### src/rtl/warp_free_fifo.sv
`timescale 1ns/1ns

module warp_free_fifo #(
	parameter int HW_WARPS = 8
) (
	input  logic                          clk,
	input  logic                          rst,
	input  logic                          clear,
	input  logic                          pop,
	input  logic                          push,
	input  logic [$clog2(HW_WARPS)-1:0]   push_warp,
	output logic [$clog2(HW_WARPS)-1:0]   head,
	output logic                          empty
);

	localparam int WW = $clog2(HW_WARPS);

	logic [WW-1:0] slots [HW_WARPS];
	logic [WW:0]   rd_ptr;
	logic [WW:0]   wr_ptr;

	assign empty = (rd_ptr == wr_ptr);
	assign head  = slots[rd_ptr[WW-1:0]];

	always_ff @(posedge clk or negedge rst) begin
		if (!rst) begin
			rd_ptr <= '0;
			// Every warp free, so writer sits one lap ahead
			wr_ptr <= {1'b1, {WW{1'b0}}};
			for (int i = 0; i < HW_WARPS; i++) begin
				slots[i] <= WW'(i);
			end
		end else if (clear) begin
			rd_ptr <= '0;
			wr_ptr <= {1'b1, {WW{1'b0}}};
			for (int i = 0; i < HW_WARPS; i++) begin
				slots[i] <= WW'(i);
			end
		end else begin
			if (pop && !empty) begin
				rd_ptr <= rd_ptr + 1'b1;
			end
			// Exited warps go to the tail
			if (push) begin
				slots[wr_ptr[WW-1:0]] <= push_warp;
				wr_ptr                <= wr_ptr + 1'b1;
			end
		end
	end

endmodule

### config.mk
export PLATFORM = sky130hd
export DESIGN_NAME = warp_free_fifo
export DESIGN_NICKNAME = d
export VERILOG_FILES = /design/src/rtl/warp_free_fifo.sv
export SDC_FILE = /design/constraint.sdc
export NUM_CORES = 1
export LEC_CHECK = 0
export BUFFER_PORTS_ARGS = -buffer_cell sky130_fd_sc_hd__buf_2
export CORE_MARGIN = 2
export CORE_UTILIZATION = 25
export DETAILED_ROUTE_END_ITERATION = 6
export PLACE_DENSITY = 0.47
export SLEW_MARGIN = 30
export SYNTH_ARGS = -nofsm -noshare
export SYNTH_HDL_FRONTEND = slang
export SYNTH_SLANG_ARGS = --single-unit
export TNS_END_PERCENT = 5
### constraint.sdc
create_clock -name clk -period 2.03 [get_ports clk]
set_clock_uncertainty 0.1 [all_clocks]
set_input_delay 0.406 -clock clk [delete_from_list [all_inputs] [get_ports clk]]
set_output_delay 0.406 -clock clk [all_outputs]
set_load 0.01 [all_outputs]
# Yosys cells after proc, flatten, opt, wreduce, memory -nomap -nowiden
# Cells that the tools add are included.
op_classes:
  addsub: 2
  order_cmp: 3
  eq_ne: 1
  mux: 12
  bitwise_logic: 2
  n_reduce_logical: 5
ops:
  columns: ["operator", "count"]
  rows:
  - ["24-bit two-way mux", 2]
  - ["24-bit bitwise mux", 1]
  - ["4-bit two-way mux", 4]
  - ["3-bit binary-select mux with 3-bit select", 1]
  - ["3-bit demux with 3-bit select", 1]
  - ["3-bit two-way mux", 3]
  - ["4-bit by 1-bit adder with 4-bit output, second input constant", 2]
  - ["4-bit >= comparator, second input constant", 2]
  - ["3-bit inverter with 4-bit output", 2]
  - ["4-bit == test", 1]
  - ["4-bit by 1-bit less-than comparator with 1-bit output, second input constant", 1]
  - ["2-bit nonzero test", 2]
  - ["1-bit logical AND", 2]
  - ["1-bit zero test", 1]
totals:
  ff_bits: 32
  inputBits: 8
  output_inout_bits: 4
  word_cells: 35

# Depth between registers and ports, before layout
# Gate-level depths: netlist (run 1).
logic_depth:
  depth_word: 8
  ltp_mapped: 5

# Worst setup path before layout (run 1)
# Ideal clock, no wire load.
synth_timing:
  path_kind: "flip-flop to output port"
  from: "register rd_ptr[0]"
  to: "output head[0]"
  arrival_ns: 1.310
  setup_slack_ns: 0.214
  path_stages_with_launch: 4
  path_buffers: 1
  path_cell_list: "dfrtp_1 > buf_4 > mux4_2 > mux2_2"
synth_via:
  elab_chain_len: 4
synth_rtl:
  columns: ["item", "line_no", "text"]
  rows:
  - ["from (decl)", "19", "logic [WW:0] rd_ptr;"]
  - ["from (signal assigned)", "41", "rd_ptr <= rd_ptr + 1'b1;"]
  - ["3-bit inverter with 4-bit output (implied by the code)", "23", "assign head = slots[rd_ptr[WW-1:0]];"]
  - ["3-bit binary-select mux with 3-bit select", "23", null]
  - ["3-bit two-way mux (implied by the code) (2 in series)", "23", null]
  - ["to (decl)", "12", "output logic [$clog2(HW_WARPS)-1:0] head,"]
# No other way between the ends. The select of a mux whose other input is x is not followed.

# Worst setup path after layout (run 1)
layout_timing:
  from: "register rd_ptr[0]"
  to: "output head[1]"
# The elaborated chain is that of the path after synthesis.

==> flow_metrics.tcl, run 1 <==
set metrics [dict create \
    worstPathRequired_ns 1.52 \
    status "finished, violations left" \
    num_rows 29 \
    ys_seq_area_frac 0.483 \
    syn_nets 154 \
    drc_errors 0 \
    hold_class "in -> async" \
    synth_most_common_cell "nor2_1" \
    period_share 1.10 \
    final_nets 166 \
    worstReg2RegStart "rd_ptr[0]" \
    worstSetupPathType "reg -> out" \
    fmax_mhz 447 \
    clk_latency_ns 0.28 \
    drtIter0Drc 85 \
    crit_family "multiplexers" \
    yosysUniqueCellTypes 32 \
    setup_slack_ns -0.207 \
    drive_gt1_frac 0.338 \
    slew_headroom 0.516 \
    fillCellCount 659 \
    post_cts.repair.setup_buffers 0 \
    dpl.hpwl_microns 2510 \
    crit_chain "buf_12 > mux4_2 > mux2_4 > buf_6" \
    rr_endpoint "rd_ptr[1]" \
    holdWs_ns 0.0821 \
    critPathMaxStageDelay_ns 0.49 \
    overflow 0 \
    violations "negative setup slack" \
    routed_wl_microns 3630 \
    yosysWarnings 0 \
    avgSynthCellArea_sq_um 11.8 \
    cap_violations 0 \
    coreArea_sq_um 6460 \
    tritoncts "yes" \
    num_io_pins 12 \
    place_congestion 0.744 \
    start_util 0.262 \
    wire_per_inst_microns 15.5 \
    finalMaxSlewViolations 0 \
    clockRootBuffer "clkbuf_8" \
    die_area_sq_um 7450 \
    area_delta_synth_final_pct 15.4 \
    power_leakage_uw 0.000799 \
    antenna_found_initial 0 \
    hold_violations 0 \
    synth_flop_cell "dfrtp_1" \
    numCtsBuffers 5 \
    tightest_slew_ns 0.726 \
    grt_pass1_vias 1183 \
    critPathArrivalTime_ns 1.73 \
    ir_drop_uv 331 \
    critPathMaxFanout 6 \
    r2r_cells 5 \
    grt_first_pass_wirelength_microns 6020 \
    clkTransAtPathRegs_ns 0.07 \
    dpl_worst_slack_ns 0.0922 \
    via_count 1145 \
    setup_viol 3 \
    diodes 0 \
    synth_seq_cells 32 \
    layout_min_cycle_time_ns 2.24 \
    crit_buf_inv 2 \
    htreeDepth 2 \
    clock-sinks 32 \
    async_flop_share 1.00 \
    yosys.area.top_type "dfrtp_1" \
    power.density_nw_per_um2 708 \
    viasPerCell 4.89 \
    syn_area_sq_um 1690 \
    synthTopCellsByArea "dfrtp_1 (28%), dfstp_2 (20%), mux4_2 (8.0%)" \
    rsz0062_at_grt "true" \
    end_kind "output port" \
    yosys-top-cells-count "nor2_1 (28), dfrtp_1 (19), dfstp_2 (13)" \
    cp-start-kind "register" \
    die_y_microns 86.3 \
    syn_inst 144 \
    dieWidth_microns 86.3 \
    clock_path_buffers 2 \
    ant_nets 0 \
    drtPass1Iterations 4 \
    synth_edf_count 0 \
    synth_top_area_frac 0.281 \
    gr-usage-all-layers 0.106 \
    port_buffers 11 \
    grt_max_degree 33 \
    r2r_slack_ns 0.26 \
    slowest_stage "mux4_2" \
]
[state kept, by name (all words and copies together) (netlist names)]
name / cells
slots: 24
rd_ptr: 4
wr_ptr: 4
[report_power, final]
group | leakage (uW) | internal (uW) | switching, uW | total [uW]
combinational | 0.000360 | 97.0 | 97.1 | 194
sequential | 0.000393 | 658 | 22.6 | 681
clock | 0.0000455 | 276 | 231 | 507
total | 0.000799 | 1030 | 350 | 1380
[worst reg2reg max path, delay by kind of cell (launching register included)]
family / cells / cell delay (ns)
and+or+nand+nor: 1 / 0.05
muxes: 1 / 0.23
DFF: 1 / 0.41
xor gates and xnor gates: 1 / 0.16
buffers and inverters: 1 / 0.17
AOI/OAI and AO/OA: 1 / 0.49
[stage by stage]
| stage | total power, uW | TNS, ns | util | instances | area (sq um) |
|---|---|---|---|---|---|
| 4_1_cts | 1400 | -0.639 | 0.301 | 234 | 1940 |
| 3_3_place_gp | 867 | 0 | 0.283 | 226 | 1830 |
| 6_report | 1380 | -0.604 | 0.302 | 234 | 1950 |
| 3_5_place_dp | 872 | 0 | 0.283 | 226 | 1830 |
| 2_1_floorplan | 808 | 0 | - | 144 | 1690 |
| 5_1_grt | 1460 | -0.785 | 0.302 | 234 | 1950 |
[metal layers]
metal	wire (microns)	up-vias	track usage
met4	38	0	0.0199
li1	-	532	-
met2	1640	27	0.161
met5	0	-	0
met1	1760	582	0.148
met3	187	4	0.0400
[cell usage in the layout (no fill, tap or decap), drive strengths merged]
cell,netlist,final
ha,2,2
mux2,3,3
mux2i,11,11
nor2b,3,3
nor3b,2,2
xor2,7,7
nor2,28,28
nand2,2,2
or3,2,2
dfrtp,19,19
dfstp,13,13
or2b,1,1
nand3,1,1
nand4b,3,3
clkbuf,4,8
o21ai,2,2
o41ai,1,1
nor3,2,2
nand2b,2,2
a211o,12,12
inv,4,4
a21oi,6,6
buf,6,15
mux4,6,6
nor4,1,1
nand4,1,1
[final cells by class]
class                      instances  area, sq um  area share
clock buffer                       8         90.1      0.0461
sequential                        32          821       0.420
inverter                           4         15.0     0.00769
multi-input combinational         98          815       0.417
timing repair buffer              15          116      0.0596
tap                               77         96.3      0.0493
[what timing repair did]
action / in CTS / in global routing
pin swaps: 0 / 0
endpoints found under the setup margin: 4 / 4
gates resized for setup: 6 / 3
hold buffers: 0 / 0
[cells by family (layout without fill, tap and decap cells)]
family | after synthesis | after routing | share of synthesized area
fa+ha+maj | 2 | 2 | 0.0148
simple gates | 48 | 48 | 0.151
xor+xnor | 7 | 7 | 0.0407
flops | 32 | 32 | 0.483
buf+inv | 14 | 27 | 0.0443
compound gates | 21 | 21 | 0.102
mux | 20 | 20 | 0.165
[worst max-delay path by stage]
stage,start,endpoint,depth (start not counted)
detailed placement,rd_ptr[0],head[2],4
CTS,rd_ptr[0],head[1],4
finish,rd_ptr[0],head[1],4
floorplan,rd_ptr[0],head[0],3
global route,rd_ptr[0],head[0],4
global placement,rd_ptr[0],head[1],4
Note: power is estimated with default switching activity, not from simulation.
==> run 2: changes to the inputs <==
--- a/config.mk
+++ b/config.mk
@@ -8,6 +8,7 @@
 export BUFFER_PORTS_ARGS = -buffer_cell sky130_fd_sc_hd__buf_2
 export CORE_MARGIN = 2
 export CORE_UTILIZATION = 25
+export CTS_BUF_LIST = sky130_fd_sc_hd__clkbuf_4 sky130_fd_sc_hd__clkbuf_8
 export DETAILED_ROUTE_END_ITERATION = 6
 export PLACE_DENSITY = 0.47
 export SLEW_MARGIN = 30
==> flow_metrics.tcl, run 2 (synthesized netlist as in run 1, its figures left out) <==
set metrics [dict create \
    status "finished, violations left" \
    violations "negative setup slack" \
    final_nets 166 \
    r2r_cells 5 \
    diodes 0 \
    tightest_slew_ns 0.736 \
    final_common_cell "nor2_1" \
    dieWidth_microns 86.3 \
    worstReg2RegStart "rd_ptr[0]" \
    cap_violations 0 \
    switchingPower_uw 350 \
    tritoncts "yes" \
    grt_pass1_vias 1179 \
    finalMaxSlewViolations 0 \
    drtPass1Iterations 4 \
    pwr-share-clk 0.379 \
    dp.cells 226 \
    ir_drop_uv 329 \
    die_area_sq_um 7450 \
    overflow 0 \
    finalSetupTns_ns -0.606 \
    drive_gt1_frac 0.350 \
    num_rows 29 \
    drtIter0Drc 83 \
    end_kind "output port" \
    cp-start-kind "register" \
    post_cts.repair.setup_buffers 0 \
    largest_reg_flops 24 \
    coreArea_sq_um 6460 \
    pwr-share-seq 0.484 \
    critPathMaxFanout 6 \
    final_cell_mix "nor2_1 (28), dfrtp_1 (16), dfstp_2 (13), a211o_1 (12), mux2i_1 (11)" \
    place_congestion 0.744 \
    num_io_pins 12 \
    viasPerCell 4.90 \
    rsz0062_at_grt "true" \
    grt_first_pass_wirelength_microns 5990 \
    worstPathRequired_ns 1.52 \
    clk_latency_ns 0.28 \
    power_frac_comb 0.138 \
    clockRootBuffer "clkbuf_8" \
    power_leakage_uw 0.000805 \
    clock-sinks 32 \
    htreeDepth 2 \
    start_util 0.262 \
    ctsHoldBuffers 0 \
    dpl.hpwl_microns 2510 \
    grt_max_degree 33 \
    die_y_microns 86.3 \
    numCtsBuffers 5 \
    fmax_mhz 447 \
    worstSetupPathType "reg -> out" \
    setup_slack_ns -0.209 \
    drc_errors 0 \
    routed_wl_microns 3640 \
    antenna_found_initial 0 \
    port_buffers 11 \
    rr_endpoint "rd_ptr[1]" \
    top_register "slots" \
    slew_headroom 0.509 \
    r2r_slack_ns 0.26 \
    area_delta_synth_final_pct 15.8 \
    gr-usage-all-layers 0.106 \
    via_count 1146 \
    hold_class "in -> async" \
    switching_share 0.248 \
    wire_per_inst_microns 15.5 \
    p_int_uw 1060 \
    clock_path_buffers 2 \
    ant_nets 0 \
    critPathArrivalTime_ns 1.73 \
    hold_violations 0 \
    clkTransAtPathRegs_ns 0.07 \
    postCtsResizedCells 6 \
    power.density_nw_per_um2 718 \
    period_share 1.10 \
    setup_viol 3 \
    layout_min_cycle_time_ns 2.24 \
    largestRegisters "slots: 24 flops, rd_ptr: 4 flops, wr_ptr: 4 flops" \
    fin_cells 234 \
]
## run 2: how the worst max path moves through the flow
stage | from | end | cells after the start
2_1_floorplan | rd_ptr[0] | head[0] | 3
3_3_place_gp | rd_ptr[0] | head[1] | 4
3_5_place_dp | rd_ptr[0] | head[2] | 4
4_1_cts | rd_ptr[0] | head[1] | 4
5_1_grt | rd_ptr[0] | head[0] | 4
6_report | rd_ptr[0] | head[1] | 4
## run 2: through the flow
step | utilization | setup WS (ns) | hold slack (ns) | total power (uW) | instance area, sq um
after floorplan | - | 0.214 | 0.0104 | 808 | 1690
after global placement | 0.283 | 0.120 | 0.393 | 867 | 1830
after detailed placement | 0.283 | 0.0922 | 0.404 | 872 | 1830
after CTS | 0.302 | -0.220 | 0.0996 | 1430 | 1950
after global routing | 0.304 | -0.264 | 0.125 | 1490 | 1960
final | 0.304 | -0.209 | 0.0865 | 1410 | 1960
## run 2: worst max-delay path, stage by stage (launching register included)
cell     delay [ns]
dfrtp_1        0.40
buf_12         0.14
mux4_2         0.49
mux2_4         0.29
buf_6          0.12
## run 2: power by group through the flow
stage	logic, uW	registers (uW)	clock network (uW)
after floorplan	133	675	0
after global placement	177	690	0
after detailed placement	181	691	0
after CTS	197	681	552
after global routing	216	684	586
final	194	681	533
## run 2: layout make-up
type	count	area, sq um
clock buffers	8	97.6
fillers	663	4500
inverters	4	15.0
multi-input cells	98	815
flip-flops and latches	32	821
well taps	77	96.3
repair buffers	15	116
## run 2: metal layers
metal  GRT usage  vias up  routed length (microns)
met4      0.0199        0                       38
met1       0.146      583                     1740
met5           0        -                        0
met2       0.161       28                     1660
li1            -      531                        -
met3      0.0400        4                      194
==> run 3: changes to the inputs <==
--- a/config.mk
+++ b/config.mk
@@ -5,6 +5,7 @@
 export SDC_FILE = /design/constraint.sdc
 export NUM_CORES = 1
 export LEC_CHECK = 0
+export ABC_AREA = 1
 export BUFFER_PORTS_ARGS = -buffer_cell sky130_fd_sc_hd__buf_2
 export CORE_MARGIN = 2
 export CORE_UTILIZATION = 25
==> flow_metrics.tcl, run 3 <==
set metrics [dict create \
    final_nets 232 \
    overflow 0 \
    power_leakage_uw 0.000876 \
    cp-start-kind "register" \
    ir_drop_uv 369 \
    worstSetupPathType "reg -> out" \
    critPathMaxFanout 6 \
    dieWidth_microns 85.7 \
    critPathMaxStageDelay_ns 0.46 \
    ff_latch_area_sq_um 820 \
    ant_nets 0 \
    top_register "slots" \
    crit_chain "buf_4 > a21oi_1 > o21ai_0 > o31ai_1 > nand2_1 > nand2_1 > buf_2" \
    slowest_stage "dfrtp_2" \
    tightest_slew_ns 0.721 \
    r2r_slack_ns 0.69 \
    critPathArrivalTime_ns 1.43 \
    clk_latency_ns 0.28 \
    drc_errors 0 \
    finalMaxSlewViolations 0 \
    slew_headroom 0.519 \
    grt_first_pass_wirelength_microns 7220 \
    final_common_cell "nand2_1" \
    synthTopCellsByArea "dfrtp_1 (28%), dfstp_2 (20%), nand2_1 (8.8%)" \
    diodes 0 \
    syn_inst 206 \
    grt_max_degree 33 \
    worstPathRequired_ns 1.52 \
    yosysWarnings 0 \
    dpl.hpwl_microns 2980 \
    coreArea_sq_um 6420 \
    avgSynthCellArea_sq_um 8.11 \
    power.density_nw_per_um2 746 \
    power_uw 1420 \
    largest_reg_flops 24 \
    die_area_sq_um 7350 \
    drive_gt1_frac 0.238 \
    synth_edf_count 0 \
    clockRootBuffer "clkbuf_8" \
    viasPerCell 4.70 \
    crit_buf_inv 2 \
    fmax_mhz 516 \
    start_util 0.260 \
    async_flop_share 1.00 \
    num_io_pins 12 \
    crit_family "flip-flops" \
    clock-sinks 32 \
    grt_pass1_vias 1405 \
    fillCellCount 685 \
    die_y_microns 85.7 \
    period_share 0.954 \
    num_rows 29 \
    final_cell_mix "nand2_1 (39), nor2_1 (21), o21ai_0 (20), a21oi_1 (19), dfrtp_1 (17)" \
    syn_nets 216 \
    layout_min_cycle_time_ns 1.94 \
    cap_violations 0 \
    r2r_cells 5 \
    yosysUniqueCellTypes 23 \
    setup_viol 0 \
    wire_per_inst_microns 13.8 \
    worstReg2RegStart "wr_ptr[0]" \
    largestRegisters "slots: 24 flops, rd_ptr: 4 flops, wr_ptr: 4 flops" \
    hold_violations 0 \
    yosys.area.top_type "dfrtp_1" \
    drtPass1Iterations 4 \
    antenna_found_initial 0 \
    via_count 1409 \
    area_delta_synth_final_pct 14.4 \
    synth_top_area_frac 0.285 \
    finish.utilization 0.297 \
    status "finished clean" \
    clkTransAtPathRegs_ns 0.07 \
    synth_flop_cell "dfrtp_1" \
    htreeDepth 2 \
    finalSetupTns_ns 0 \
    yosys-top-cells-count "nand2_1 (39), o21ai_0 (24), nor2_1 (21)" \
    hold_class "in -> async" \
    port_buffers 11 \
    numCtsBuffers 5 \
    multi_input_comb_area_sq_um 722 \
    gr-usage-all-layers 0.127 \
    synth_seq_cells 32 \
    routed_wl_microns 4140 \
    drtIter0Drc 133 \
    rr_endpoint "slots[11]" \
    worst_path_most_repeated_cell "nand2_1" \
    clock_path_buffers 2 \
    place_congestion 0.777 \
    rsz0062_at_grt "true" \
    tritoncts "yes" \
    syn_area_sq_um 1670 \
    ys_seq_area_frac 0.489 \
    synth_most_common_cell "nand2_1" \
    end_kind "output port" \
]
## run 3: changes by cell type in the layout (fill, tap and decap cells not counted), moves of 5 or more
cell / previous run / this run
nand2_1: 2 / 39
o21ai_0: 2 / 20
a21oi_1: 6 / 19
a211o_1: 12 / 0
nand4_1: 1 / 13
mux2i_1: 11 / 0
nand3_1: 1 / 11
inv_1: 4 / 13
nor2_1: 28 / 21
o22ai_1: 0 / 7
mux4_2: 6 / 0
inv_2: 0 / 5
o21ai_1: 0 / 5
xor2_1: 6 / 1
## run 3: logic make-up (layout without fill, tap and decap cells)
group,after synthesis,in the layout,synth area share
compound gates,53,53,0.167
xor+xnor,1,1,0.00524
simple gates,90,90,0.245
buf+inv,28,45,0.0787
flops,32,32,0.489
fa+ha+maj,2,2,0.0150
## run 3: worst max-delay path by stage
stage | start | slack [ns] | cells after the start | end
detailed placement | rd_ptr[1] | 0.27 | 7 | empty
floorplan | rd_ptr[0] | 0.43 | 7 | head[1]
finish | rd_ptr[1] | 0.09 | 7 | head[1]
global route | rd_ptr[0] | -0.009 | 7 | head[0]
global placement | rd_ptr[1] | 0.32 | 7 | head[0]
CTS | rd_ptr[0] | 0.07 | 7 | head[1]
## run 3: area by class of cell
cell class,instances,share of cell area
well taps,77,0.0504
inverters,20,0.0419
clock buffers,7,0.0439
flip-flops and latches,32,0.429
multi-input cells,146,0.378
clock inverters,1,0.00262
repair buffers,17,0.0544
## run 3: report_power, final
group          internal (uW)  total, uW  switching [uW]
sequential               688        717            28.8
combinational           72.5        210             137
clock                    267        498             231
## run 3: repair_timing
item,CTS,global route
pin swaps,0,1
resized for setup,1,8
setup endpoints to repair,4,4
endpoints found under the hold margin,0,0
buffers inserted,0,3
hold buffers,0,0
## run 3: stage by stage
step / hold slack (ns) / setup WS [ns] / instances / area [sq um]
6_report: 0.0774 / 0.0935 / 300 / 1910
5_1_grt: 0.138 / -0.00857 / 300 / 1910
4_1_cts: 0.102 / 0.0723 / 297 / 1880
3_5_place_dp: 0.392 / 0.273 / 289 / 1790
3_3_place_gp: 0.393 / 0.320 / 289 / 1790
2_1_floorplan: 0.0104 / 0.429 / 206 / 1670
## run 3: metal layers
layer / part of all wire / global-route usage / vias up
met5: 0 / 0 / -
met4: 0.011 / 0.0346 / 0
met3: 0.035 / 0.0308 / 5
met2: 0.43 / 0.188 / 27
met1: 0.53 / 0.186 / 649
li1: - / - / 728
