$ cat config.mk
export PLATFORM = sky130hd
export DESIGN_NAME = task_manager
export DESIGN_NICKNAME = d
export VERILOG_FILES = /design/src/rtl/gpu_dispatch_pkg.sv /design/src/rtl/task_manager.sv
export SDC_FILE = /design/constraint.sdc
export NUM_CORES = 1
export LEC_CHECK = 0
export BUFFER_PORTS_ARGS = -buffer_cell sky130_fd_sc_hd__buf_2
export CAP_MARGIN = 20
export CORE_UTILIZATION = 30
export DETAILED_ROUTE_END_ITERATION = 12
export PLACE_DENSITY = 0.59
export SLEW_MARGIN = 30
export SYNTH_ARGS = -nofsm -noshare
export SYNTH_HDL_FRONTEND = slang
export SYNTH_SLANG_ARGS = --single-unit
export TNS_END_PERCENT = 5
$ cat constraint.sdc
create_clock -name clk -period 3.15 [get_ports clk]
set_clock_uncertainty 0.2 [all_clocks]
set_input_delay 0.1575 -clock clk [delete_from_list [all_inputs] [get_ports clk]]
set_output_delay 0.1575 -clock clk [all_outputs]
set_load 0.02 [all_outputs]
$ cat src/rtl/gpu_dispatch_pkg.sv
package gpu_dispatch_pkg;

	// Defaults the top level hands down
	localparam int HW_WARPS_DEF   = 8;
	localparam int TASK_DEPTH_DEF = 256;
	localparam int REG_PAIRS_DEF  = 16;

	// Loader descriptor, 29 bits with valid on top
	typedef struct packed {
		logic       valid;
		logic [7:0] sw_warp;
		logic [8:0] pc_word;
		logic [7:0] active_mask;
		// Count of register pairs, 0 to 7
		logic [2:0] nreg_pairs;
	} task_desc_t;

	// One record seen by both fetch and SIMT
	typedef struct packed {
		logic [2:0]  hw_warp;
		logic [7:0]  sw_warp;
		logic [31:0] start_pc;
		logic [7:0]  active_mask;
		// First pair of the allocated block
		logic [3:0]  reg_base;
	} dispatch_t;

	// Warp retirement from issue
	typedef struct packed {
		logic [2:0] hw_warp;
	} exit_t;

	typedef enum logic [1:0] {
		TM_WAIT  = 2'b00,
		TM_WORK  = 2'b01,
		TM_DONE  = 2'b10,
		TM_CLEAR = 2'b11
	} tm_state_e;

endpackage

$ cat src/rtl/task_manager.sv
`timescale 1ns/1ns

module task_manager #(
	parameter int HW_WARPS   = 8,
	parameter int TASK_DEPTH = 256,
	parameter int REG_PAIRS  = 16
) (
	input  logic                            clk,
	input  logic                            rst,
	input  logic                            task_valid,
	output logic                            task_ready,
	input  gpu_dispatch_pkg::task_desc_t    task_desc,
	input  logic                            start,
	input  logic                            clear,
	input  logic                            exit_valid,
	input  gpu_dispatch_pkg::exit_t         exit,
	output logic                            dispatch_valid,
	output gpu_dispatch_pkg::dispatch_t     dispatch,
	output logic                            finished,
	// Task list side
	output logic                            tl_wr_en,
	output gpu_dispatch_pkg::task_desc_t    tl_wr_task,
	input  logic                            tl_full,
	output logic                            tl_pop,
	input  gpu_dispatch_pkg::task_desc_t    tl_head,
	input  logic [$clog2(TASK_DEPTH)-1:0]   tl_head_idx,
	output logic                            tl_inval_en,
	output logic [$clog2(TASK_DEPTH)-1:0]   tl_inval_idx,
	input  gpu_dispatch_pkg::task_desc_t    tl_lookup,
	output logic                            tl_clear,
	// Free warp FIFO side
	output logic                            ff_pop,
	output logic                            ff_push,
	output logic [$clog2(HW_WARPS)-1:0]     ff_push_warp,
	output logic                            ff_clear,
	input  logic [$clog2(HW_WARPS)-1:0]     ff_head,
	input  logic                            ff_empty,
	// Register pool side
	output logic                            ra_alloc,
	output logic [2:0]                      ra_alloc_pairs,
	output logic [$clog2(HW_WARPS)-1:0]     ra_alloc_warp,
	output logic                            ra_release,
	output logic [$clog2(HW_WARPS)-1:0]     ra_release_warp,
	output logic                            ra_clear,
	input  logic                            ra_fits,
	input  logic [$clog2(REG_PAIRS)-1:0]    ra_base
);

	localparam int WW = $clog2(HW_WARPS);
	localparam int TW = $clog2(TASK_DEPTH);

	gpu_dispatch_pkg::tm_state_e state;
	gpu_dispatch_pkg::tm_state_e state_nxt;

	logic                ready_q;
	logic                fire;
	logic                exit_ok;
	logic                work_idle;
	logic [HW_WARPS-1:0] warp_active;
	logic [WW:0]         active_cnt;
	// Hardware warp to task list slot used for invalidation
	logic [TW-1:0]       task_idx_map [HW_WARPS];

	// Low in the first cycle out of reset
	assign task_ready = ready_q && (state == gpu_dispatch_pkg::TM_WAIT) &&
		!start && !clear && !tl_full;

	// Exit has priority over a new dispatch
	assign fire = (state == gpu_dispatch_pkg::TM_WORK) && tl_head.valid && !ff_empty &&
		ra_fits && !exit_valid;
	assign exit_ok   = exit_valid && warp_active[exit.hw_warp] && tl_lookup.valid;
	assign work_idle = (state == gpu_dispatch_pkg::TM_WORK) && (active_cnt == '0) &&
		!tl_head.valid;

	// Invalid descriptors are taken and dropped
	assign tl_wr_en     = task_valid && task_ready && task_desc.valid;
	assign tl_wr_task   = task_desc;
	assign tl_pop       = fire;
	assign tl_inval_en  = exit_ok;
	assign tl_inval_idx = task_idx_map[exit.hw_warp];
	assign tl_clear     = (state == gpu_dispatch_pkg::TM_CLEAR);

	assign ff_pop       = fire;
	assign ff_push      = exit_ok;
	assign ff_push_warp = exit.hw_warp;
	assign ff_clear     = (state == gpu_dispatch_pkg::TM_CLEAR);

	assign ra_alloc        = fire;
	assign ra_alloc_pairs  = tl_head.nreg_pairs;
	assign ra_alloc_warp   = ff_head;
	assign ra_release      = exit_ok;
	assign ra_release_warp = exit.hw_warp;
	assign ra_clear        = (state == gpu_dispatch_pkg::TM_CLEAR);

	always_comb begin
		state_nxt = state;
		case (state)
			gpu_dispatch_pkg::TM_WAIT: begin
				if (clear) begin
					state_nxt = gpu_dispatch_pkg::TM_CLEAR;
				end else if (start) begin
					state_nxt = gpu_dispatch_pkg::TM_WORK;
				end
			end
			gpu_dispatch_pkg::TM_WORK: begin
				if (work_idle) begin
					state_nxt = gpu_dispatch_pkg::TM_DONE;
				end
			end
			gpu_dispatch_pkg::TM_DONE: begin
				if (clear) begin
					state_nxt = gpu_dispatch_pkg::TM_CLEAR;
				end
			end
			default: begin
				// Clear lasts one cycle
				state_nxt = gpu_dispatch_pkg::TM_WAIT;
			end
		endcase
	end

	always_ff @(posedge clk or negedge rst) begin
		if (!rst) begin
			state          <= gpu_dispatch_pkg::TM_WAIT;
			ready_q        <= 1'b0;
			dispatch_valid <= 1'b0;
			finished       <= 1'b0;
			warp_active    <= '0;
			active_cnt     <= '0;
		end else begin
			state          <= state_nxt;
			ready_q        <= (state_nxt == gpu_dispatch_pkg::TM_WAIT);
			dispatch_valid <= fire;
			// Sticky until clear
			if (work_idle) begin
				finished <= 1'b1;
			end else if (state_nxt == gpu_dispatch_pkg::TM_CLEAR) begin
				finished <= 1'b0;
			end
			if (state == gpu_dispatch_pkg::TM_CLEAR) begin
				warp_active <= '0;
				active_cnt  <= '0;
			end else if (fire) begin
				warp_active[ff_head] <= 1'b1;
				active_cnt           <= active_cnt + 1'b1;
			end else if (exit_ok) begin
				warp_active[exit.hw_warp] <= 1'b0;
				active_cnt                <= active_cnt - 1'b1;
			end
		end
	end

	// Dispatch record and slot map
	always_ff @(posedge clk) begin
		if (fire) begin
			task_idx_map[ff_head] <= tl_head_idx;
			dispatch.hw_warp      <= ff_head;
			dispatch.sw_warp      <= tl_head.sw_warp;
			// Word PC to byte address
			dispatch.start_pc     <= {21'b0, tl_head.pc_word, 2'b00};
			dispatch.active_mask  <= tl_head.active_mask;
			dispatch.reg_base     <= ra_base;
		end
	end

endmodule

After elaboration in Yosys (flattened, before gate mapping)
Memories as Yosys holds them, arrays and structs flattened.
Cells that the tools add are included.
{ "op_classes": {"n_reduce_logical": 27, "muxes": 21, "n_bitwise": 3, "n_addsub": 2, "n_lt_le_gt_ge": 4, "eq_ne": 4} }
{ "op_table": {"columns": ["cell", "n"], "rows": [
  ["$mux 8", 3],
  ["$logic_and 1x1->1", 16],
  ["$mux 4", 3],
  ["$and 8x8->8", 1],
  ["$lt 3x4->1 const B", 2],
  ["$mux 2", 4],
  ["$not 8->8", 1],
  ["$or 8x8->8", 1],
  ["$mux 1", 7],
  ["$demux 1 s3", 2],
  ["$eq 2x2->1 const B", 3],
  ["$ge 3x1->1 const B", 2],
  ["$logic_not 1->1", 6],
  ["$pmux 2 s3", 1],
  ["$add 4x1->4 const B", 1],
  ["$logic_not 2->1", 2],
  ["$logic_not 4->1", 1],
  ["$sub 4x1->4 const B", 1],
  ["$bmux 1 s3", 1],
  ["$reduce_bool 3->1", 1],
  ["$eq 2x1->1 const B", 1],
  ["$reduce_bool 2->1", 1]
]} }
{ "totals": {"regBits": 49, "wordCells": 73, "ramBits": 64, "inputBits": 114, "memories": 1, "output_inout_bits": 117} }
{ "mem_list": {"columns": ["name", "depth", "word_bits", "rd", "rd_clocked_by_memory_dff", "write_ports", "line_no", "source"], "rows": [
  ["task_idx_map", 8, 8, 1, 0, 1, "task_manager.sv:62", "logic [TW-1:0] task_idx_map [HW_WARPS];"]
]} }

Logic depth before layout (Yosys ltp)
Gate-level depths: netlist of the first run.
{ "logic_depth": {"word_depth": 9, "mapped_depth": 8, "ltp_nobuf": 7} }

Least setup slack after synthesis of the first run
No wires, ideal clock.
{ "synth_path": {"path_kind": "reg2reg", "startpoint": "reg state[1]", "endpoint": "reg active_cnt[1]", "setup_time_ns": 0.111, "arrival_time_ns": 2.618, "n_path_buf": 1, "stages_incl_launch_ff": 8, "slack_ns": 0.221, "path_cell_list": "dfrtp_1 -> clkbuf_1 -> nor2b_1 -> nand2_1 -> inv_1 -> fa_1 -> a21o_1 -> a222oi_1"} }
{ "synth_via": {"elab_chain_len": 7, "elab_cells_between_ends": 9, "classes_between": "eq/ne: 2; mux: 2; reduce/logical: 5"} }
{ "synth_lines": {"columns": ["element", "line_no", "source"], "rows": [
  ["from (decl)", "task_manager.sv:52", "gpu_dispatch_pkg::tm_state_e state;"],
  ["from (signal assigned)", "task_manager.sv:124", "state <= gpu_dispatch_pkg::TM_WAIT;"],
  ["from (signal assigned)", "task_manager.sv:131", "state <= state_nxt;"],
  ["$eq 2x1->1 (*)", "task_manager.sv:69", "assign fire = (state == gpu_dispatch_pkg::TM_WORK) && tl_head.valid && !ff_empty &&"],
  ["$logic_and 1x1->1 (*) (3 in series)", "task_manager.sv:69", null],
  ["$logic_and 1x1->1 (*)", "task_manager.sv:70", "ra_fits && !exit_valid;"],
  ["via ff_pop", "task_manager.sv:32", "output logic ff_pop,"],
  ["$mux 4", "task_manager.sv:143", "end else if (fire) begin"],
  ["$mux 4", "task_manager.sv:140", "if (state == gpu_dispatch_pkg::TM_CLEAR) begin"],
  ["to (signal assigned)", "task_manager.sv:145", "active_cnt <= active_cnt + 1'b1;"],
  ["to (signal assigned)", "task_manager.sv:148", "active_cnt <= active_cnt - 1'b1;"],
  ["to (decl)", "task_manager.sv:60", "logic [WW:0] active_cnt;"]
]} }
Mark *: on every way through the listed nets, which the timed path passes. The rest lies on a longest branch.
A chain may end at the register's enable or synchronous reset.

Worst setup path in the final report of the first run
{ "layout_path": {"startpoint": "reg state[0]", "endpoint": "reg active_cnt[3]"} }
{ "layout_via": {"elab_chain_len": 7, "elab_cells_between_ends": 9, "classes_between": "eq/ne: 2; mux: 2; reduce/logical: 5"} }
{ "layout_lines": {"columns": ["element", "line_no"], "rows": [
  ["$eq 2x1->1", "task_manager.sv:69"],
  ["$logic_and 1x1->1 (3 in series)", "task_manager.sv:69"],
  ["$logic_and 1x1->1", "task_manager.sv:70"],
  ["$mux 4", "task_manager.sv:143"],
  ["$mux 4", "task_manager.sv:140"]
]} }
Parallel ways exist; a longest one is shown, timed or not.

==> results of run 1 <==
## layout make-up
| class | instances | area share (%) |
|---|---|---|
| Clock buffer | 26 | 7.824 |
| Clock inverter | 6 | 1.211 |
| Inverter | 7 | 0.4037 |
| Multi-Input combinational cell | 170 | 18.24 |
| Sequential cell | 113 | 50.83 |
| Tap cell | 216 | 4.152 |
| Timing Repair Buffer | 174 | 17.34 |
## worst max-delay path: stages (launching register included)
cell and delay [ns]:
dfrtp_1 0.53, nor2b_1 0.21, nand2_1 0.20, ha_1 0.40, a21oi_1 0.20, nand2_1 0.13
a2111oi_1 0.46, a211o_1 0.16
## layer usage
layer	GRT usage, %	vias up	share of wire [%]
met2	22.02	173	46
met3	4.514	24	7.5
met1	15.77	1577	45
met5	0	-	0
li1	-	1486	-
met4	6.848	0	2.0
## kinds of logic after synthesis
family                     Yosys count  synth area share [%]
AOI/OAI and AO/OA                   50                 8.014
xor gates and xnor gates             1                0.1742
adders and majority gates            3                0.8959
buffers and inverters               91                 12.22
DFF                                113                 65.80
muxes                               22                 5.625
other                                1               0.07459
and+or+nand+nor                     71                 7.193
## per-stage QoR
stage / utilization [%] / setup WS [ns]
floorplan: - / 0.2207
global placement: 33.88 / 0.7896
detailed placement: 33.88 / 0.7196
CTS: 40.39 / 0.6070
global route: 40.39 / 0.4183
finish: 40.39 / 0.6040
## power breakdown
part           switching, uW  internal (uW)
Combinational            372            262
Clock                    621           1260
Sequential              68.1           1700
Total                   1060           3220
## sequential cells by signal, indices dropped and copies added, names as in the netlist
name            flops
dispatch_valid      1
warp_active         8
dispatch           32
ready_q             1
task_idx_map       64
state               2
active_cnt          4
finished            1
## layout by cell type (no fill, tap or decap), drive strengths merged, types with 8 or more instances in the layout
master,instances
dfrtp,17
buf,128
nor2,13
edfxtp,96
o221a,8
clkbuf,26
nand2,20
conb,23
dlygate4sd3,46
mux2i,11
## final timing paths
kind / start / to / slack, ns
min in group clk: tl_head[2] / ra_alloc_pairs[2] / 0.12
max in group asynchronous: rst / warp_active[1]$_DFFE_PN0P_ / 2.42
min: rst / finished$_DFFE_PN0P_ / 0.02
min reg2reg: warp_active[4]$_DFFE_PN0P_ / warp_active[4]$_DFFE_PN0P_ / 0.36
max reg2reg: state[0]$_DFF_PN0_ / active_cnt[3]$_DFFE_PN0P_ / 0.60
max: state[0]$_DFF_PN0_ / active_cnt[3]$_DFFE_PN0P_ / 0.60
## cell usage after synthesis, types with 2 or more instances
cell type / number
a211o_1: 2
a21o_1: 4
a21oi_1: 5
a221o_1: 2
a221oi_1: 2
a222oi_1: 2
a22o_1: 3
a22oi_1: 3
a31oi_1: 3
and2_1: 3
and3_1: 2
buf_2: 2
buf_4: 70
clkbuf_1: 10
dfrtp_1: 17
edfxtp_1: 96
ha_1: 2
inv_1: 7
mux2_1: 3
mux2_2: 3
mux2i_1: 11
mux4_2: 4
nand2_1: 20
nand2b_1: 6
nand3_1: 7
nand3b_1: 2
nor2_1: 13
nor2b_1: 5
nor3_1: 7
o211ai_1: 2
o21ai_0: 7
o221a_2: 8
o2bb2ai_1: 2
==> results by group, run 1 <==
Clocking
  • Hold buffers post-CTS: 46
  • Clock-pin slew on the worst setup and hold paths: 0.05 ns
  • CTS Buf Count: 17
  • Post-CTS Resized: 0
  • Longest Clk Path Bufs: 2
  • Number of buffers added for setup after CTS: 0
  • CTS tree: yes
  • CTS root buffer: clkbuf_16
  • # clock sinks: 113
  • Clk_lat worst skew: 0.41 ns
  • Htree depth: 4

Logic synthesis
  • Post-synthesis cell type count: 50
  • Asr flop ratio synth: 15.04%
  • Yosys warning total: 0
  • Post-synthesis instance total: 352
  • Area leader, netlist: edfxtp_1
  • Syn Area/Cell: 14.28 um^2
  • Number of synthesized flops with an enable pin: 96
  • Top cells by area, synth: edfxtp_1, buf_4, dfrtp_1
  • Main synth FF type: edfxtp_1
  • Netlist Area Pre-Place: 0.005027 mm^2
  • Post-synthesis sequential area ratio: 65.80%
  • Share of the synthesized area in the top cell type: 57.34%
  • Yosys reg bits: 113

Placement
  • Routability cong.: 0.7882
  • Dpl cell area: 0.005460 mm^2
  • Placed cells: 634
  • Hpwl dp: 6859 um
  • Port-buffer cells: 117

Cells and area
  • Multi-input gate area: 0.001187 mm^2
  • Diodes inserted: 0
  • Area Overhead vs Synth: 29.47%
  • Final Non-Filler Cells: 712
  • Number of fill cells: 1498
  • Nets: 600
  • Share of layout cells above drive strength 1: 35.08%
  • Fin area: 0.006509 mm^2
  • Register area: 0.003308 mm^2

Worst setup path
  • Crit path max fanout: 11
  • CP Class: reg -> reg
  • Critical Path RT: 3.30 ns
  • Critical Path End Type: register
  • Path depth of the worst reg2reg path: 7
  • WP data arrival: 2.70 ns
  • Type of origin of the critical path: register

Global routing
  • Gr ovfl total: 0
  • GRT Total Usage: 13.49%
  • First-pass GRT wire length: 17630 um
  • Vias in the first global route: 3500
  • Largest net degree at the start of global routing: 37
  • Antenna violations before repair: 0

Drt
  • ANT nets after route: 0
  • DR vias/cell: 4.579
  • # DRC: 0
  • Wire per inst: 15.72 um
  • Total vias in the final route: 3260
  • 1st-iter DRT viols: 132
  • Drt first pass iters: 4
  • Post-Route WL: 11190 um

Flow run
  • Max Cap Viol: 0

Timing
  • Fin crit share: 80.82%
  • Min Tclk post-route: 2.546 ns
  • FMAX: 392.8 MHz
  • Worst hold slack: 0.01756 ns
  • Slew headroom: 55.76%
  • Slew Viols, Final: 0
  • Final setup fails: 0
  • Setup TNS: 0 ns
  • Fin. Hold Viols: 0
  • Slew of the pin with the lowest slew margin: 0.6636 ns
  • RSZ-0062 raised after global routing: false

Die
  • Full die area: 0.01728 mm^2
  • # IOs: 231
  • Core area: 0.01612 mm^2
  • Chip Width: 131.5 um
  • Die Ht: 131.5 um
  • Row cnt: 46
  • Initial Util: 31.20%

Min path
  • Min-delay worst type: in -> async

Power
  • Pwr Total: 4283 uW
  • P per Cell Area: 658.1 mW/mm^2
  • Worst vdd ir: 513.9 uV
  • Leakage: 0.002646 uW

Status
  • Run status: finished clean
Note: power is estimated with default switching activity, not from simulation.
==> inputs of run 2 (changes only) <==
PLACE_DENSITY = 0.61   (was 0.59)
clock period = 2.3 ns   (was 3.15 ns; I/O delays follow)
==> run 2 against run 1 <==
Against the previous run:
- sequential share of layout area is 0.90 points lower
- clock power is 39% higher
- critical path depth is 3 lower
- register-to-register slack worse by 0.46 ns
- die area stayed put
- flip-flop and latch count stayed put
- clock-buffer cell count is 9 lower
- sequential power is 34% higher
- cell area is 1.8% higher
- cell count is 1.4% higher
==> results by group, run 2 (same netlist as run 1, synthesis figures left out) <==
Flow run
  • Max Cap Viol: 0

Clocking
  • Clock-pin slew on the worst setup and hold paths: 0.05 ns
  • CTS root buffer: clkbuf_16
  • CTS Buf Count: 17
  • Clk_lat worst skew: 0.41 ns
  • Longest Clk Path Bufs: 2
  • Htree depth: 4
  • CTS tree: yes
  • # clock sinks: 113

Timing
  • Final setup fails: 0
  • Setup TNS: 0 ns
  • Slew headroom: 44.15%
  • Fin. Hold Viols: 0
  • FMAX: 442.1 MHz
  • RSZ-0062 raised after global routing: true
  • Min Tclk post-route: 2.262 ns
  • Slew of the pin with the lowest slew margin: 0.8350 ns
  • Fin crit share: 98.35%
  • Slew Viols, Final: 0

Min path
  • Min-delay worst type: in -> out
  • Hold path depth: 0
  • Endpoint, Worst Hold: tl_wr_task[10]
  • HP Start: task_desc[10]

Global routing
  • Antenna violations before repair: 0
  • Largest net degree at the start of global routing: 37
  • GRT Total Usage: 13.84%
  • First-pass GRT wire length: 18170 um
  • Gr ovfl total: 0
  • Vias in the first global route: 3494

Placement
  • Routability cong.: 0.7856
  • Dpl cell area: 0.005534 mm^2
  • Port-buffer cells: 117
  • Hpwl dp: 7307 um
  • Placed cells: 641

Worst setup path
  • Type of origin of the critical path: register
  • WP data arrival: 1.95 ns
  • CP Class: reg -> out
  • Crit path max fanout: 5
  • Critical Path End Type: output port
  • Reg2Reg Setup Slack: 0.14 ns
  • Reg2reg end: active_cnt[3]$_DFFE_PN0P_
  • Path depth of the worst reg2reg path: 7
  • Critical Path RT: 1.99 ns
  • Reg2reg start: state[1]$_DFF_PN0_

Drt
  • 1st-iter DRT viols: 197
  • DR vias/cell: 4.558
  • Wire per inst: 15.70 um
  • # DRC: 0
  • ANT nets after route: 0
  • Post-Route WL: 11340 um
  • Total vias in the final route: 3291
  • Drt first pass iters: 5

Cells and area
  • Max reg flops: 64
  • Area Overhead vs Synth: 31.81%
  • Final Non-Filler Cells: 722
  • Nets: 610
  • Biggest regs: task_idx_map x64, dispatch x32, warp_active x8
  • Diodes inserted: 0
  • Final core utilization: 41.12%
  • Commonest non-fill, non-tap cell in the layout: buf_2
  • Share of layout cells above drive strength 1: 37.15%
  • Most frequent cells in the layout: buf_2, edfxtp_1, dlygate4sd3_1
  • Fin area: 0.006626 mm^2
  • Largest Register: task_idx_map

Die
  • Row cnt: 46
  • Initial Util: 31.20%
  • Chip Width: 131.5 um
  • # IOs: 231
  • Die Ht: 131.5 um
  • Full die area: 0.01728 mm^2
  • Core area: 0.01612 mm^2

Power
  • Worst vdd ir: 523.1 uV
  • Leakage: 0.002688 uW
  • P per Cell Area: 901.1 mW/mm^2
  • Pwr Total: 5971 uW

Status
  • Run status: finished clean
## run 2: how the worst max path moves through the flow
stage	from	end	cells past startpoint
2_1_floorplan	state[1]$_DFF_PN0_	active_cnt[2]$_DFFE_PN0P_	8
3_3_place_gp	exit_valid	active_cnt[3]$_DFFE_PN0P_	8
3_5_place_dp	exit_valid	active_cnt[3]$_DFFE_PN0P_	8
4_1_cts	task_idx_map[1][3]$_DFFE_PP_	tl_inval_idx[3]	5
5_1_grt	warp_active[3]$_DFFE_PN0P_	ff_push	4
6_report	warp_active[3]$_DFFE_PN0P_	ra_release	4
## run 2: power by group
| part | switching, uW | internal [uW] |
|---|---|---|
| registers | 54.0 | 2330 |
| logic | 562 | 416 |
| clock network | 922 | 1690 |
## run 2: repair_timing
action / CTS / global route
setup endpoints to repair: 3 / 4
hold buffers: 48 / 0
buffers inserted: 1 / 0
gates resized for setup: 0 / 3
hold endpoints to repair: 121 / 0
## run 2: stage by stage
| step | setup slack, ns | hold WS, ns |
|---|---|---|
| floorplan | -0.2239 | -0.3806 |
| global placement | 0.1593 | -0.1334 |
| detailed placement | 0.08788 | -0.1224 |
| CTS | 0.03035 | 0.03014 |
| global route | -0.03136 | 0.03003 |
| finish | 0.03796 | 0.03001 |
## run 2: layer usage
metal	vias up	track usage [%]	wire length, um	part of all wire [%]
met1	1571	15.42	4634	41
met4	0	7.364	231	2.0
li1	1507	-	-	-
met2	184	23.02	5574	49
met3	29	5.054	898	7.9
met5	-	0	0	0
## run 2: layout make-up
cell class                      instances  area, um^2
Inverter                                7       30.03
Clock inverter                         15       167.7
Timing Repair Buffer                  184        1214
Sequential cell                       113        3308
Clock buffer                           17       425.4
Multi-Input combinational cell        170        1211
Fill cell                            1534        9489
Tap cell                              216       270.3
## run 2: critical path, cell delays in order, from the launching register on
cell and delay, ns:
dfrtp_1 0.38, mux2_1 0.29, mux4_2 0.52, and2_4 0.19, buf_2 0.16
